--- src/common/id_pkg.sv ---
package id_pkg;

  //////////////////////////////////////////////////
  // widths that carry a meaning
  //////////////////////////////////////////////////
  typedef logic [31:0] inst_t;     // one instruction word
  typedef logic [4:0]  reg_idx_t;  // architectural register
  typedef logic [5:0]  opcode_t;   // major opcode, inst[31:26]
  typedef logic [6:0]  func_t;     // integer function, inst[11:5]
  typedef logic [25:0] pal_code_t; // pal function, inst[25:0]

  localparam reg_idx_t zero_reg = 5'd31; // r31 reads as zero

  // alu function codes
  typedef logic [4:0] alu_func_t;
  localparam alu_func_t alu_addq   = 5'd0;
  localparam alu_func_t alu_subq   = 5'd1;
  localparam alu_func_t alu_cmpeq  = 5'd2;
  localparam alu_func_t alu_cmpult = 5'd3;
  localparam alu_func_t alu_cmple  = 5'd4;
  localparam alu_func_t alu_cmplt  = 5'd5;
  localparam alu_func_t alu_cmpule = 5'd6;
  localparam alu_func_t alu_and    = 5'd7;
  localparam alu_func_t alu_bic    = 5'd8;
  localparam alu_func_t alu_bis    = 5'd9;
  localparam alu_func_t alu_ornot  = 5'd10;
  localparam alu_func_t alu_xor    = 5'd11;
  localparam alu_func_t alu_eqv    = 5'd12;
  localparam alu_func_t alu_srl    = 5'd13;
  localparam alu_func_t alu_sll    = 5'd14;
  localparam alu_func_t alu_sra    = 5'd15;
  localparam alu_func_t alu_mulq   = 5'd16;

  // operand muxes and destination choice
  typedef logic [1:0] opa_sel_t;
  localparam opa_sel_t opa_is_rega     = 2'd0;
  localparam opa_sel_t opa_is_npc      = 2'd1;
  localparam opa_sel_t opa_is_not3     = 2'd2;
  localparam opa_sel_t opa_is_mem_disp = 2'd3;

  typedef logic [1:0] opb_sel_t;
  localparam opb_sel_t opb_is_regb    = 2'd0;
  localparam opb_sel_t opb_is_alu_imm = 2'd1;
  localparam opb_sel_t opb_is_br_disp = 2'd2;

  typedef logic [1:0] dest_sel_t;
  localparam dest_sel_t dest_none    = 2'd0;
  localparam dest_sel_t dest_is_regc = 2'd1; // inst[4:0]
  localparam dest_sel_t dest_is_rega = 2'd2; // inst[25:21]

  typedef logic [1:0] fu_name_t;
  localparam fu_name_t fu_alu  = 2'd0;
  localparam fu_name_t fu_mult = 2'd1;
  localparam fu_name_t fu_ld   = 2'd2;
  localparam fu_name_t fu_br   = 2'd3;

  //////////////////////////////////////////////////
  // alpha opcodes and function fields
  //////////////////////////////////////////////////
  localparam opcode_t pal_inst   = 6'h00;
  localparam opcode_t lda_inst   = 6'h08;
  localparam opcode_t inta_grp   = 6'h10;
  localparam opcode_t intl_grp   = 6'h11;
  localparam opcode_t ints_grp   = 6'h12;
  localparam opcode_t intm_grp   = 6'h13;
  localparam opcode_t jsr_grp    = 6'h1a;
  localparam opcode_t ldq_inst   = 6'h29;
  localparam opcode_t ldq_l_inst = 6'h2b;
  localparam opcode_t stq_inst   = 6'h2d;
  localparam opcode_t stq_c_inst = 6'h2f;
  localparam opcode_t br_inst    = 6'h30;
  localparam opcode_t fbeq_inst  = 6'h31;
  localparam opcode_t fblt_inst  = 6'h32;
  localparam opcode_t fble_inst  = 6'h33;
  localparam opcode_t bsr_inst   = 6'h34;
  localparam opcode_t fbne_inst  = 6'h35;
  localparam opcode_t fbge_inst  = 6'h36;
  localparam opcode_t fbgt_inst  = 6'h37;

  localparam func_t addq_fn   = 7'h20; // inta
  localparam func_t subq_fn   = 7'h29;
  localparam func_t cmpeq_fn  = 7'h2d;
  localparam func_t cmpult_fn = 7'h1d;
  localparam func_t cmple_fn  = 7'h6d;
  localparam func_t cmplt_fn  = 7'h4d;
  localparam func_t cmpule_fn = 7'h3d;
  localparam func_t and_fn    = 7'h00; // intl
  localparam func_t bic_fn    = 7'h08;
  localparam func_t bis_fn    = 7'h20;
  localparam func_t ornot_fn  = 7'h28;
  localparam func_t xor_fn    = 7'h40;
  localparam func_t eqv_fn    = 7'h48;
  localparam func_t srl_fn    = 7'h34; // ints
  localparam func_t sll_fn    = 7'h39;
  localparam func_t sra_fn    = 7'h3c;
  localparam func_t mulq_fn   = 7'h20; // intm

  localparam pal_code_t pal_halt  = 26'h555;
  localparam pal_code_t pal_whami = 26'h03c;

  //////////////////////////////////////////////////
  // queue, apb and decode packet
  //////////////////////////////////////////////////
  localparam int q_depth = 4;
  typedef logic [2:0] q_cnt_t; // 0..q_depth
  typedef logic [1:0] q_ptr_t;

  typedef logic [3:0] apb_addr_t;
  localparam apb_addr_t addr_inst = 4'h0; // push register, write only
  localparam apb_addr_t addr_stat = 4'h4; // fill level, read only

  typedef struct packed {
    logic      psel;
    logic      penable;
    logic      pwrite;
    apb_addr_t paddr;
    inst_t     pwdata;
  } apb_req_t;

  typedef struct packed {
    logic [31:0] prdata;
    logic        pready;
    logic        pslverr;
  } apb_rsp_t;

  typedef struct packed {
    opa_sel_t  opa_sel;
    opb_sel_t  opb_sel;
    alu_func_t alu_func;
    fu_name_t  fu_name;
    logic      rd_mem;
    logic      wr_mem;
    logic      ldl_mem;
    logic      stc_mem;
    logic      cond_branch;
    logic      uncond_branch;
    logic      halt;
    logic      cpuid;
    logic      illegal;
    logic      valid_inst;
    reg_idx_t  ra_idx;
    reg_idx_t  rb_idx;
    reg_idx_t  rdest_idx;
  } dec_pkt_t;

endpackage
--- src/design/front_top.sv ---
`timescale 1ns/10ps

module front_top (
  input  logic             clock,
  input  logic             arst_n,
  input  id_pkg::apb_req_t apb_req,
  output id_pkg::apb_rsp_t apb_rsp,
  output logic             dec_valid,
  output id_pkg::dec_pkt_t dec_pkt,
  input  logic             rename_ready
);
  import id_pkg::*;

  logic   push;
  inst_t  push_data;
  logic   full;
  q_cnt_t count;
  logic   pop;
  logic   head_valid;
  inst_t  head_inst;

  // host side, producer
  inst_apb_port u_apb_port (
    .clock     (clock),
    .arst_n    (arst_n),
    .apb_req   (apb_req),
    .apb_rsp   (apb_rsp),
    .push      (push),
    .push_data (push_data),
    .full      (full),
    .count     (count)
  );

  inst_queue u_queue (
    .clock      (clock),
    .arst_n     (arst_n),
    .push       (push),
    .push_data  (push_data),
    .full       (full),
    .count      (count),
    .pop        (pop),
    .head_valid (head_valid),
    .head_inst  (head_inst)
  );

  // consumer, feeds rename
  id_stage u_id_stage (
    .clock        (clock),
    .arst_n       (arst_n),
    .head_valid   (head_valid),
    .head_inst    (head_inst),
    .pop          (pop),
    .dec_valid    (dec_valid),
    .dec_pkt      (dec_pkt),
    .rename_ready (rename_ready)
  );

endmodule

--- src/id_stage/id_stage.sv ---
`timescale 1ns/10ps

module id_stage (
  input  logic             clock,
  input  logic             arst_n,
  input  logic             head_valid,
  input  id_pkg::inst_t    head_inst,
  output logic             pop,
  output logic             dec_valid,
  output id_pkg::dec_pkt_t dec_pkt,
  input  logic             rename_ready
);
  import id_pkg::*;

  typedef enum logic {
    id_run,
    id_halted  // sticky until reset
  } id_state_e;

  id_state_e state_q;
  dec_pkt_t  dec_now;  // decode of the queue head
  logic      can_load;

  decoder u_decoder (
    .inst          (head_inst),
    .valid_inst_in (head_valid),
    .pkt           (dec_now)
  );

  // empty, or draining this cycle
  assign can_load = ~dec_valid | rename_ready;
  assign pop      = (state_q == id_run) & head_valid & can_load;

  //////////////////////////////////////////////////
  // output register and halt fsm
  //////////////////////////////////////////////////
  always_ff @(posedge clock or negedge arst_n)
  begin
    if (!arst_n)
    begin
      dec_valid <= 1'b0;
      state_q   <= id_run;
    end
    else
    begin
      if (pop)
        dec_valid <= 1'b1;
      else if (rename_ready)
        dec_valid <= 1'b0; // taken, nothing behind it
      if (pop && dec_now.halt)
        state_q <= id_halted;
    end
  end

  always_ff @(posedge clock)
  begin
    if (pop)
      dec_pkt <= dec_now;
  end

  // rename stall holds the packet
  hold_on_stall: assert property (
    @(posedge clock) disable iff (!arst_n)
    dec_valid && !rename_ready |=> dec_valid && $stable(dec_pkt)
  );

endmodule

--- src/id_stage/decoder.sv ---
`timescale 1ns/10ps

module decoder (
  input  id_pkg::inst_t    inst,
  input  logic             valid_inst_in, // low gives a noop
  output id_pkg::dec_pkt_t pkt
);
  import id_pkg::*;

  opcode_t   op;
  func_t     fn;
  dest_sel_t dest_sel;

  assign op = inst[31:26];
  assign fn = inst[11:5];

  always_comb
  begin
    // noop defaults
    pkt           = '0;
    pkt.opa_sel   = opa_is_rega;
    pkt.opb_sel   = opb_is_regb;
    pkt.alu_func  = alu_addq;
    pkt.fu_name   = fu_alu;
    dest_sel      = dest_none;

    if (valid_inst_in)
    begin
      case (op[5:3]) // major group
        3'b000:
          if (op == pal_inst)
          begin
            if (inst[25:0] == pal_halt)
              pkt.halt = 1'b1;
            else if (inst[25:0] == pal_whami)
            begin
              pkt.cpuid = 1'b1;
              dest_sel  = dest_is_rega; // cpuid lands in ra
            end
            else
              pkt.illegal = 1'b1;
          end
          else
            pkt.illegal = 1'b1;

        //////////////////////////////////////////////////
        // integer operate
        //////////////////////////////////////////////////
        3'b010:
        begin
          pkt.opb_sel = inst[12] ? opb_is_alu_imm : opb_is_regb; // literal form
          dest_sel    = dest_is_regc;
          case (op)
            inta_grp:
              case (fn)
                addq_fn:   pkt.alu_func = alu_addq;
                subq_fn:   pkt.alu_func = alu_subq;
                cmpeq_fn:  pkt.alu_func = alu_cmpeq;
                cmpult_fn: pkt.alu_func = alu_cmpult;
                cmple_fn:  pkt.alu_func = alu_cmple;
                cmplt_fn:  pkt.alu_func = alu_cmplt;
                cmpule_fn: pkt.alu_func = alu_cmpule;
                default:   pkt.illegal  = 1'b1;
              endcase
            intl_grp:
              case (fn)
                and_fn:   pkt.alu_func = alu_and;
                bic_fn:   pkt.alu_func = alu_bic;
                bis_fn:   pkt.alu_func = alu_bis;
                ornot_fn: pkt.alu_func = alu_ornot;
                xor_fn:   pkt.alu_func = alu_xor;
                eqv_fn:   pkt.alu_func = alu_eqv;
                default:  pkt.illegal  = 1'b1;
              endcase
            ints_grp:
              case (fn)
                srl_fn:  pkt.alu_func = alu_srl;
                sll_fn:  pkt.alu_func = alu_sll;
                sra_fn:  pkt.alu_func = alu_sra;
                default: pkt.illegal  = 1'b1;
              endcase
            intm_grp:
            begin
              pkt.fu_name = fu_mult;
              if (fn == mulq_fn)
                pkt.alu_func = alu_mulq;
              else
                pkt.illegal = 1'b1;
            end
            default: pkt.illegal = 1'b1; // fp operate groups
          endcase
        end

        3'b011:
          if (op == jsr_grp)
          begin
            // jmp, jsr, ret, jsr_co all behave the same
            pkt.fu_name       = fu_br;
            pkt.opa_sel       = opa_is_not3;
            pkt.alu_func      = alu_and;  // word-align target
            dest_sel          = dest_is_rega;
            pkt.uncond_branch = 1'b1;
          end
          else
            pkt.illegal = 1'b1; // misc, ftpi

        //////////////////////////////////////////////////
        // memory
        //////////////////////////////////////////////////
        3'b001, 3'b100, 3'b101:
        begin
          pkt.opa_sel = opa_is_mem_disp;
          pkt.fu_name = fu_ld;
          dest_sel    = dest_is_rega;
          case (op)
            lda_inst:   ; // address only
            ldq_inst:   pkt.rd_mem = 1'b1;
            ldq_l_inst:
            begin
              pkt.rd_mem  = 1'b1;
              pkt.ldl_mem = 1'b1;
            end
            stq_inst:
            begin
              pkt.wr_mem = 1'b1;
              dest_sel   = dest_none;
            end
            stq_c_inst:
            begin
              pkt.wr_mem  = 1'b1;
              pkt.stc_mem = 1'b1; // success flag back into ra
            end
            default: pkt.illegal = 1'b1;
          endcase
        end

        default: // 3'b110, 3'b111 branches
        begin
          pkt.opa_sel = opa_is_npc;
          pkt.opb_sel = opb_is_br_disp;
          case (op)
            fbeq_inst, fblt_inst, fble_inst,
            fbne_inst, fbge_inst, fbgt_inst:
              pkt.illegal = 1'b1; // no fp
            br_inst, bsr_inst:
            begin
              dest_sel          = dest_is_rega; // link register
              pkt.uncond_branch = 1'b1;
              pkt.fu_name       = fu_br;
            end
            default: pkt.cond_branch = 1'b1;
          endcase
        end
      endcase
    end

    pkt.valid_inst = valid_inst_in & ~pkt.illegal; // halt still counts
    pkt.ra_idx     = (pkt.opa_sel == opa_is_rega) ? inst[25:21] : zero_reg;
    pkt.rb_idx     = (pkt.opb_sel == opb_is_regb) ? inst[20:16] : zero_reg;
    case (dest_sel)
      dest_is_regc: pkt.rdest_idx = inst[4:0];
      dest_is_rega: pkt.rdest_idx = inst[25:21];
      default:      pkt.rdest_idx = zero_reg;
    endcase
  end

endmodule

--- src/design/inst_queue.sv ---
`timescale 1ns/10ps

module inst_queue (
  input  logic           clock,
  input  logic           arst_n,
  input  logic           push,
  input  id_pkg::inst_t  push_data,
  output logic           full,
  output id_pkg::q_cnt_t count,
  input  logic           pop,
  output logic           head_valid,
  output id_pkg::inst_t  head_inst
);
  import id_pkg::*;

  inst_t  mem [q_depth]; // payload, no reset
  q_ptr_t wr_ptr;
  q_ptr_t rd_ptr;
  q_cnt_t cnt_q;
  logic   do_push;
  logic   do_pop;

  assign full       = (cnt_q == q_cnt_t'(q_depth));
  assign head_valid = (cnt_q != '0);
  assign head_inst  = mem[rd_ptr];
  assign count      = cnt_q;

  assign do_push = push & ~full;
  assign do_pop  = pop & head_valid;

  always_ff @(posedge clock)
  begin
    if (do_push)
      mem[wr_ptr] <= push_data;
  end

  // pointers wrap naturally at q_depth = 4
  always_ff @(posedge clock or negedge arst_n)
  begin
    if (!arst_n)
    begin
      wr_ptr <= '0;
      rd_ptr <= '0;
      cnt_q  <= '0;
    end
    else
    begin
      if (do_push)
        wr_ptr <= wr_ptr + 2'd1;
      if (do_pop)
        rd_ptr <= rd_ptr + 2'd1;
      case ({do_push, do_pop})
        2'b10:   cnt_q <= cnt_q + 3'd1;
        2'b01:   cnt_q <= cnt_q - 3'd1;
        default: cnt_q <= cnt_q; // both or neither
      endcase
    end
  end

  //////////////////////////////////////////////////
  // producer and consumer must respect the flags
  //////////////////////////////////////////////////
  no_push_full: assert property (
    @(posedge clock) disable iff (!arst_n) full |-> !push
  );

  no_pop_empty: assert property (
    @(posedge clock) disable iff (!arst_n) !head_valid |-> !pop
  );

endmodule

--- src/design/inst_apb_port.sv ---
`timescale 1ns/10ps

module inst_apb_port (
  input  logic             clock,
  input  logic             arst_n,
  input  id_pkg::apb_req_t apb_req,
  output id_pkg::apb_rsp_t apb_rsp,
  output logic             push,
  output id_pkg::inst_t    push_data,
  input  logic             full,
  input  id_pkg::q_cnt_t   count
);
  import id_pkg::*;

  logic        setup_rd;  // setup phase of a read
  logic        access;    // access phase, always one cycle
  logic        acc_wr;
  logic        hit_inst;
  logic        hit_stat;
  logic        wr_err;
  logic [31:0] prdata_q;

  //////////////////////////////////////////////////
  // phase decode
  //////////////////////////////////////////////////
  assign access   = apb_req.psel & apb_req.penable;
  assign setup_rd = apb_req.psel & ~apb_req.penable & ~apb_req.pwrite;
  assign acc_wr   = access & apb_req.pwrite;
  assign hit_inst = (apb_req.paddr == addr_inst);
  assign hit_stat = (apb_req.paddr == addr_stat);

  // push on the edge closing the access phase, drop when full
  assign push      = acc_wr & hit_inst & ~full;
  assign push_data = apb_req.pwdata;
  assign wr_err    = acc_wr & (~hit_inst | full); // bad address or overflow

  // status sampled in setup, presented during access
  always_ff @(posedge clock or negedge arst_n)
  begin
    if (!arst_n)
      prdata_q <= '0;
    else if (setup_rd && hit_stat)
      prdata_q <= {29'd0, count};
    else
      prdata_q <= '0; // idle bus reads back zero
  end

  always_comb
  begin
    apb_rsp         = '0;
    apb_rsp.prdata  = prdata_q;
    apb_rsp.pready  = 1'b1; // no wait states
    apb_rsp.pslverr = wr_err;
  end

  // access phase must follow a selected setup phase
  penable_needs_psel: assert property (
    @(posedge clock) disable iff (!arst_n)
    $rose(apb_req.penable) |-> apb_req.psel && $past(apb_req.psel)
  );

endmodule

--- config.mk ---
export PLATFORM = sky130hd
export DESIGN_NAME = front_top
export DESIGN_NICKNAME = d
export VERILOG_FILES = /design/src/common/id_pkg.sv /design/src/design/front_top.sv /design/src/id_stage/id_stage.sv /design/src/id_stage/decoder.sv /design/src/design/inst_queue.sv /design/src/design/inst_apb_port.sv
export SDC_FILE = /design/constraint.sdc
export NUM_CORES = 1
export LEC_CHECK = 0
export ABC_CLOCK_PERIOD_IN_PS = 7300
export BUFFER_PORTS_ARGS = -buffer_cell sky130_fd_sc_hd__buf_2
export CORE_ASPECT_RATIO = 0.5
export CORE_UTILIZATION = 52
export CTS_BUF_LIST = sky130_fd_sc_hd__clkbuf_8
export CTS_CLUSTER_SIZE = 28
export DETAILED_ROUTE_END_ITERATION = 8
export PLACE_DENSITY = 0.73
export SLEW_MARGIN = 20
export SYNTH_ARGS = -nofsm -noshare
export SYNTH_HDL_FRONTEND = slang
export SYNTH_HIERARCHICAL = 1
export SYNTH_SLANG_ARGS = --single-unit
--- constraint.sdc ---
create_clock -name clock -period 7.3 [get_ports clock]
set_clock_uncertainty 0.2 [all_clocks]
set_input_delay 0.365 -clock clock [delete_from_list [all_inputs] [get_ports clock]]
set_output_delay 0.365 -clock clock [all_outputs]
set_load 0.05 [all_outputs]
==> reports/metrics.csv, run 1 <==
stage,metric,value,unit
clock_network,insertion_delay,0.45,ns
critical_path,crit_type,reg2reg,
grt,grt_use_total,0.191,
sta,maxSlewViolCount,0,
sta,rsz0062_at_grt,no,
finish,area.growth.synth_to_final,11.5,%
clock_network,path_clk_slew,0.10,ns
sta,setup-tns-final,0,ns
finish,fin_nets,613,
finish,layout-drive-gt1-share,0.283,
grt,grt_pass1_wl,21800,µm
critical_path,path_buf_inv,1,
placed_design,dp_hpwl,9490,µm
sta,relSlewSlack,0.332,
critical_path,path_max_fanout,34,
power_and_ir_drop,power.share.clock,0.192,
routing,drc,0,
status,status,"complete, no violations",
die,die-area,15800,µm²
routing,drtIter0Drc,355,
sta,min_period,4.08,ns
die,io_pins,113,
critical_path,cp_top_family,simple AND/OR/NAND/NOR gates,
critical_path,cp-start-kind,flip-flop,
yosys,synthTopCellsByArea,"edfxtp_1 62%, mux4_2 7.9%, buf_4 6.0%",
critical_path,slowest_delay,0.60,ns
placed_design,portBuffers,82,
yosys,async_flop_share,0.0682,
die,fp-row-count,31,
routing,wl,14500,µm
yosys,synth_largest_area_cell,edfxtp_1,
placed_design,routabilityCongestion,0.845,
yosys,synth.avg_cell_area,16.5,µm²
critical_path,worst_setup_path_end_kind,flip-flop,
power_and_ir_drop,seq_power_share,0.395,
placed_design,placed_area,8120,µm²
sta,max_freq,245,MHz
yosys,ys.flop_type,edfxtp_1,
finish,finish.instance_area,8850,µm²
clock_network,cts_max_level,4,
power_and_ir_drop,power_density,374,nW/µm²
power_and_ir_drop,p_leak,3.17,nW
routing,wl_per_cell,18.8,µm
power_and_ir_drop,ir_drop,0.000216,V
routing,vias,4246,
power_and_ir_drop,intPower,1.96,mW
sta,tightest_slew,0.976,ns
power_and_ir_drop,power.switching,1.34,mW
power_and_ir_drop,combPwrFrac,0.413,
yosys,synthesis.area,7940,µm²
critical_path,slowest_stage,mux4_2,
clock_network,clock-root-buffer,clkbuf_8,
clock_network,post-cts-setup-buffer-count,0,
critical_path,cpMostUsedCell,nor4_1,
yosys,yosys_warnings,6,
die,die_h,89.4,µm
finish,num_antenna_cells,0,
job,max_cap_viol_count,0,
die,start_util,0.540,
yosys,ys_seq_elements,176,
min_path,min_path_type,in2reg,
clock_network,cts_tree,done,
clock_network,clock_path_buffers,2,
clock_network,cts_made_buffers,17,
yosys,synth_seq_area_share,0.658,
yosys,synthCells,480,
yosys,synth_edf_count,164,
routing,ant_nets,0,
power_and_ir_drop,switching_share,0.406,
yosys,yosysTopAreaCellShare,0.620,
routing,first_pass_iters,4,
grt,antenna_found_initial,0,
die,fp.coreArea,14700,µm²
yosys,synth.distinct_cells,69,
routing,viasPerCell,5.49,
sta,finalCritPeriodShare,0.559,
die,die_w,177,µm
critical_path,required,7.29,ns
grt,overflow,0,
clock_network,clock_sinks,176,
critical_path,arrival,4.07,ns
critical_path,worstPathCellList,"buf_4, mux4_2, nor4_1, nand4_1, nor4_1, nor2_1, or2_1, ha_1, a221o_1",
sta,report.final.setup_viol,0,
grt,grt_max_degree,38,
power_and_ir_drop,power,3.31,mW
grt,grt_pass1_vias,3922,
sta,hold_viol,0,
## final cells by class
cell class	instances	area [µm²]
Clock inverter	15	151
Sequential cell	176	5230
Tap cell	198	248
Inverter	12	45.0
Fill cell	1093	5850
Timing Repair Buffer	123	803
Multi-Input combinational cell	233	2140
Clock buffer	17	234
## kinds of logic (layout without fill, tap and decap cells)
| logic type | count (synthesis) | in the layout | synth area share |
|---|---|---|---|
| AO/OA/AOI/OAI | 41 | 41 | 0.0407 |
| AND/OR/NAND/NOR | 111 | 111 | 0.0952 |
| buffers and inverters | 99 | 167 | 0.0861 |
| adder cells (fa/ha/maj) | 8 | 8 | 0.0136 |
| multiplexers | 34 | 34 | 0.0954 |
| other | 2 | 30 | 0.000946 |
| XOR/XNOR | 9 | 9 | 0.00993 |
| flip-flops | 176 | 176 | 0.658 |
## final timing paths
path                       cells past startpoint                endpoint  slack, ns               start
max                                            9   u_id_stage/dec_pkt[3]       3.22   u_queue/rd_ptr[0]
min                                            3  u_apb_port/prdata_q[0]       0.05         apb_req[33]
max reg2reg                                    9   u_id_stage/dec_pkt[3]       3.22   u_queue/rd_ptr[0]
min reg2reg                                    1    u_id_stage/dec_valid       0.34  u_id_stage/state_q
max in group asynchronous                      2       u_queue/rd_ptr[0]       6.54              arst_n
min in group asynchronous                      2       u_queue/wr_ptr[0]       0.12              arst_n
## state kept, by name, summed over array words and instances (netlist names)
name                  cells
u_queue/wr_ptr            2
u_queue/count             3
u_id_stage/dec_valid      1
u_apb_port/prdata_q       3
u_queue/rd_ptr            2
u_id_stage/dec_pkt       36
u_queue/mem             128
u_id_stage/state_q        1
## Yosys cell counts (5+ instances only)
cell type,n
inv_1,12
ha_1,7
dfrtp_1,12
nor3_1,8
and2_1,8
nor2_1,16
nand3_1,6
nand2_1,8
o21a_1,5
nor3b_1,5
mux4_2,28
nor2b_1,5
and3_1,8
or2_1,6
xnor2_1,5
a221o_1,5
edfxtp_1,164
nor4_1,9
clkbuf_1,13
buf_4,63
or3_1,6
## worst reg2reg max path: stages, from the launching register on
cell and delay [ns]:
dfrtp_2 0.35, buf_4 0.54, mux4_2 0.62, nor4_1 0.44, nand4_1 0.26, nor4_1 0.43
nor2_1 0.10, or2_1 0.26, ha_1 0.35, a221o_1 0.31
## metrics by stage
step / cells / setup WS (ns) / util / hold WS, ns
2_1_floorplan: 508 / 3.46 / - / -0.131
3_3_place_gp: 708 / 3.38 / 0.553 / 0.0591
3_5_place_dp: 708 / 3.17 / 0.553 / 0.0629
4_1_cts: 774 / 3.15 / 0.602 / 0.0231
5_1_grt: 774 / 2.99 / 0.602 / 0.0355
6_report: 774 / 3.22 / 0.602 / 0.0541
## layout by cell type (no fill, tap or decap), drive strengths merged, types with 12 or more instances in the layout
cell type      n
buf           89
clkbuf        17
inv           19
conb          30
nor2          16
edfxtp       164
mux4          32
dfrtp         12
dlygate4sd3   34
nor4          12
## power by group through the flow
stage               logic [mW]  registers (mW)  clock network, mW
CTS                       1.36            1.31              0.648
detailed placement        1.35            1.33                  0
floorplan                0.849            1.62                  0
global route              1.46            1.32              0.684
global placement          1.33            1.33                  0
finish                    1.37            1.31              0.634
## routing by layer
metal,vias to the layer above,GRT usage,wire [µm]
li1,1941,-,-
met1,2133,0.270,6810
met2,161,0.298,6800
met3,11,0.0429,821
met4,0,0.0619,115
met5,-,0,0
## timing repair
action / in CTS / in global routing
resized for setup: 0 / 0
hold endpoints to repair: 141 / 0
hold buffers: 34 / 0
No activity file was read; power rests on OpenSTA's default activity.
==> run 2: changes to the inputs <==
- ABC_CLOCK_PERIOD_IN_PS: 7300 -> 4059
- clock period: 7.3 -> 4.06 ns (I/O delays scaled with it)
==> run 2 against run 1 <==
  * Cell count grew 1.2%
  * Clock-buffer cell count is the same
  * Core utilization grew 0.83 points
  * Sequential share of layout area shrank 0.81 points
  * Critical path type unchanged
==> reports/metrics.csv, run 2 (same netlist as run 1, synthesis figures left out) <==
stage,metric,value,unit
sta,report.final.setup_viol,0,
die,die-area,15800,µm²
critical_path,cp-start-kind,flip-flop,
finish,num_antenna_cells,0,
die,fp-row-count,31,
finish,reg_top3,"u_queue/mem (128), u_id_stage/dec_pkt (36)",
clock_network,clock_path_buffers,2,
clock_network,clock_sinks,176,
die,start_util,0.540,
critical_path,cp-endpoint,u_id_stage/dec_pkt[3],
status,status,"complete, no violations",
critical_path,slowest_stage,mux4_2,
clock_network,post-cts-setup-buffer-count,0,
sta,min_period,3.80,ns
sta,tightest_slew,0.853,ns
routing,wl_per_cell,18.3,µm
job,max_cap_viol_count,0,
sta,setup-tns-final,0,ns
clock_network,cts_tree,done,
finish,fin_nets,622,
routing,drtIter0Drc,357,
routing,wl,14300,µm
sta,rsz0062_at_grt,no,
routing,ant_nets,0,
sta,maxSlewViolCount,0,
finish,area.growth.synth_to_final,13.0,%
grt,overflow,0,
sta,hold_viol,0,
power_and_ir_drop,power_density,674,nW/µm²
critical_path,crit_start,u_queue/rd_ptr[0],
sta,relSlewSlack,0.417,
routing,drc,0,
grt,grt_pass1_vias,4070,
clock_network,cts_made_buffers,17,
routing,first_pass_iters,4,
finish,layout-drive-gt1-share,0.284,
routing,vias,4247,
sta,max_freq,263,MHz
clock_network,clock-root-buffer,clkbuf_8,
finish,layout_commonest_cell,edfxtp_1,
critical_path,r2r-start,u_queue/rd_ptr[0],
die,die_w,177,µm
grt,antenna_found_initial,0,
die,fp.coreArea,14700,µm²
critical_path,required,4.07,ns
die,die_h,89.4,µm
critical_path,slowest_delay,0.56,ns
clock_network,cts_max_level,4,
finish,layout.area.seq,5230,µm²
placed_design,routabilityCongestion,0.857,
routing,viasPerCell,5.42,
power_and_ir_drop,p_leak,3.24,nW
sta,finalCritPeriodShare,0.936,
critical_path,worstReg2RegEnd,u_id_stage/dec_pkt[3],
critical_path,crit_type,reg2reg,
finish,top_register,u_queue/mem,
finish,postLayoutCoreUtil,0.610,
grt,grt_pass1_wl,21800,µm
clock_network,insertion_delay,0.46,ns
critical_path,worstPathCellList,"buf_12, mux4_2, nor4_1, nand4_1, nor4_1, nor2_1, or2_1, ha_1, a221o_1",
critical_path,reg2reg_setup_slack,0.26,ns
placed_design,dp_hpwl,9080,µm
clock_network,holdBufCountCts,40,
finish,multi_input_area,2140,µm²
critical_path,worst_setup_path_end_kind,flip-flop,
grt,grt_use_total,0.190,
finish,mostFrequentLayoutCells,"164 x edfxtp_1, 82 x buf_2, 40 x dlygate4sd3_1",
die,io_pins,113,
power_and_ir_drop,ir_drop,0.000344,V
clock_network,path_clk_slew,0.10,ns
critical_path,cpMostUsedCell,nor4_1,
critical_path,path_max_fanout,34,
placed_design,portBuffers,82,
critical_path,arrival,3.81,ns
critical_path,rr_worst_depth,9,
min_path,min_path_type,in2reg,
finish,fill_cells,1077,
grt,grt_max_degree,37,
clock_network,cts_resized,0,
finish,largest_reg_flops,128,
[run 2: cell count changes in the layout (fill, tap and decap cells not counted)]
cell	previous run	this run
clkinv_2	1	0
dlygate4sd3_1	34	40
clkinv_8	3	4
inv_8	3	4
buf_12	0	2
clkinv_4	3	2
inv_6	3	4
clkinvlp_4	1	0
buf_4	7	8
[run 2: cell type report]
class	instances	share of cell area
sequential	176	0.583
multi-input combinational	233	0.239
timing repair buffer	132	0.102
tap	198	0.0276
inverter	12	0.00502
clock buffer	17	0.0261
clock inverter	15	0.0185
[run 2: layer usage]
| metal | part of all wire | GRT usage | vias to the layer above |
|---|---|---|---|
| met5 | 0 | 0 | - |
| met4 | 0.0095 | 0.0682 | 0 |
| met3 | 0.062 | 0.0425 | 12 |
| met2 | 0.46 | 0.297 | 174 |
| met1 | 0.47 | 0.266 | 2102 |
| li1 | - | - | 1959 |
[run 2: worst min-delay path by stage]
| stage | from | end | cells after the start |
|---|---|---|---|
| 4_1_cts | apb_req[34] | u_queue/wr_ptr[0] | 4 |
| 3_5_place_dp | arst_n | u_apb_port/prdata_q[1] | 1 |
| 6_report | apb_req[34] | u_queue/wr_ptr[0] | 4 |
| 2_1_floorplan | arst_n | u_apb_port/prdata_q[0] | 0 |
| 3_3_place_gp | arst_n | u_apb_port/prdata_q[1] | 1 |
| 5_1_grt | apb_req[34] | u_queue/wr_ptr[0] | 4 |
[run 2: stage by stage]
step	power (mW)	hold WS, ns	instance area, µm²	std cells	worst slack, ns
after global placement	4.84	-0.103	8170	711	0.441
after floorplan	4.44	-0.293	8040	508	0.221
after detailed placement	4.88	-0.0979	8170	711	0.302
after CTS	6.07	0.0206	8970	783	0.281
final	6.05	0.0433	8970	783	0.260
after global routing	6.33	0.0419	8970	783	0.0334
[run 2: report_power, final]
group	leakage, nW	switching [mW]	total, mW	internal [mW]
registers	1.65	0.0864	2.35	2.27
clock network	0.206	0.710	1.18	0.467
logic	1.38	1.66	2.52	0.862
total	3.24	2.46	6.05	3.59
[run 2: critical path: cells and delay by family, from the launching register on]
family	cells	cell delay, ns
simple gates	5	1.47
fa+ha+maj	1	0.35
buf+inv	1	0.26
flops	1	0.38
mux	1	0.56
compound gates	1	0.29
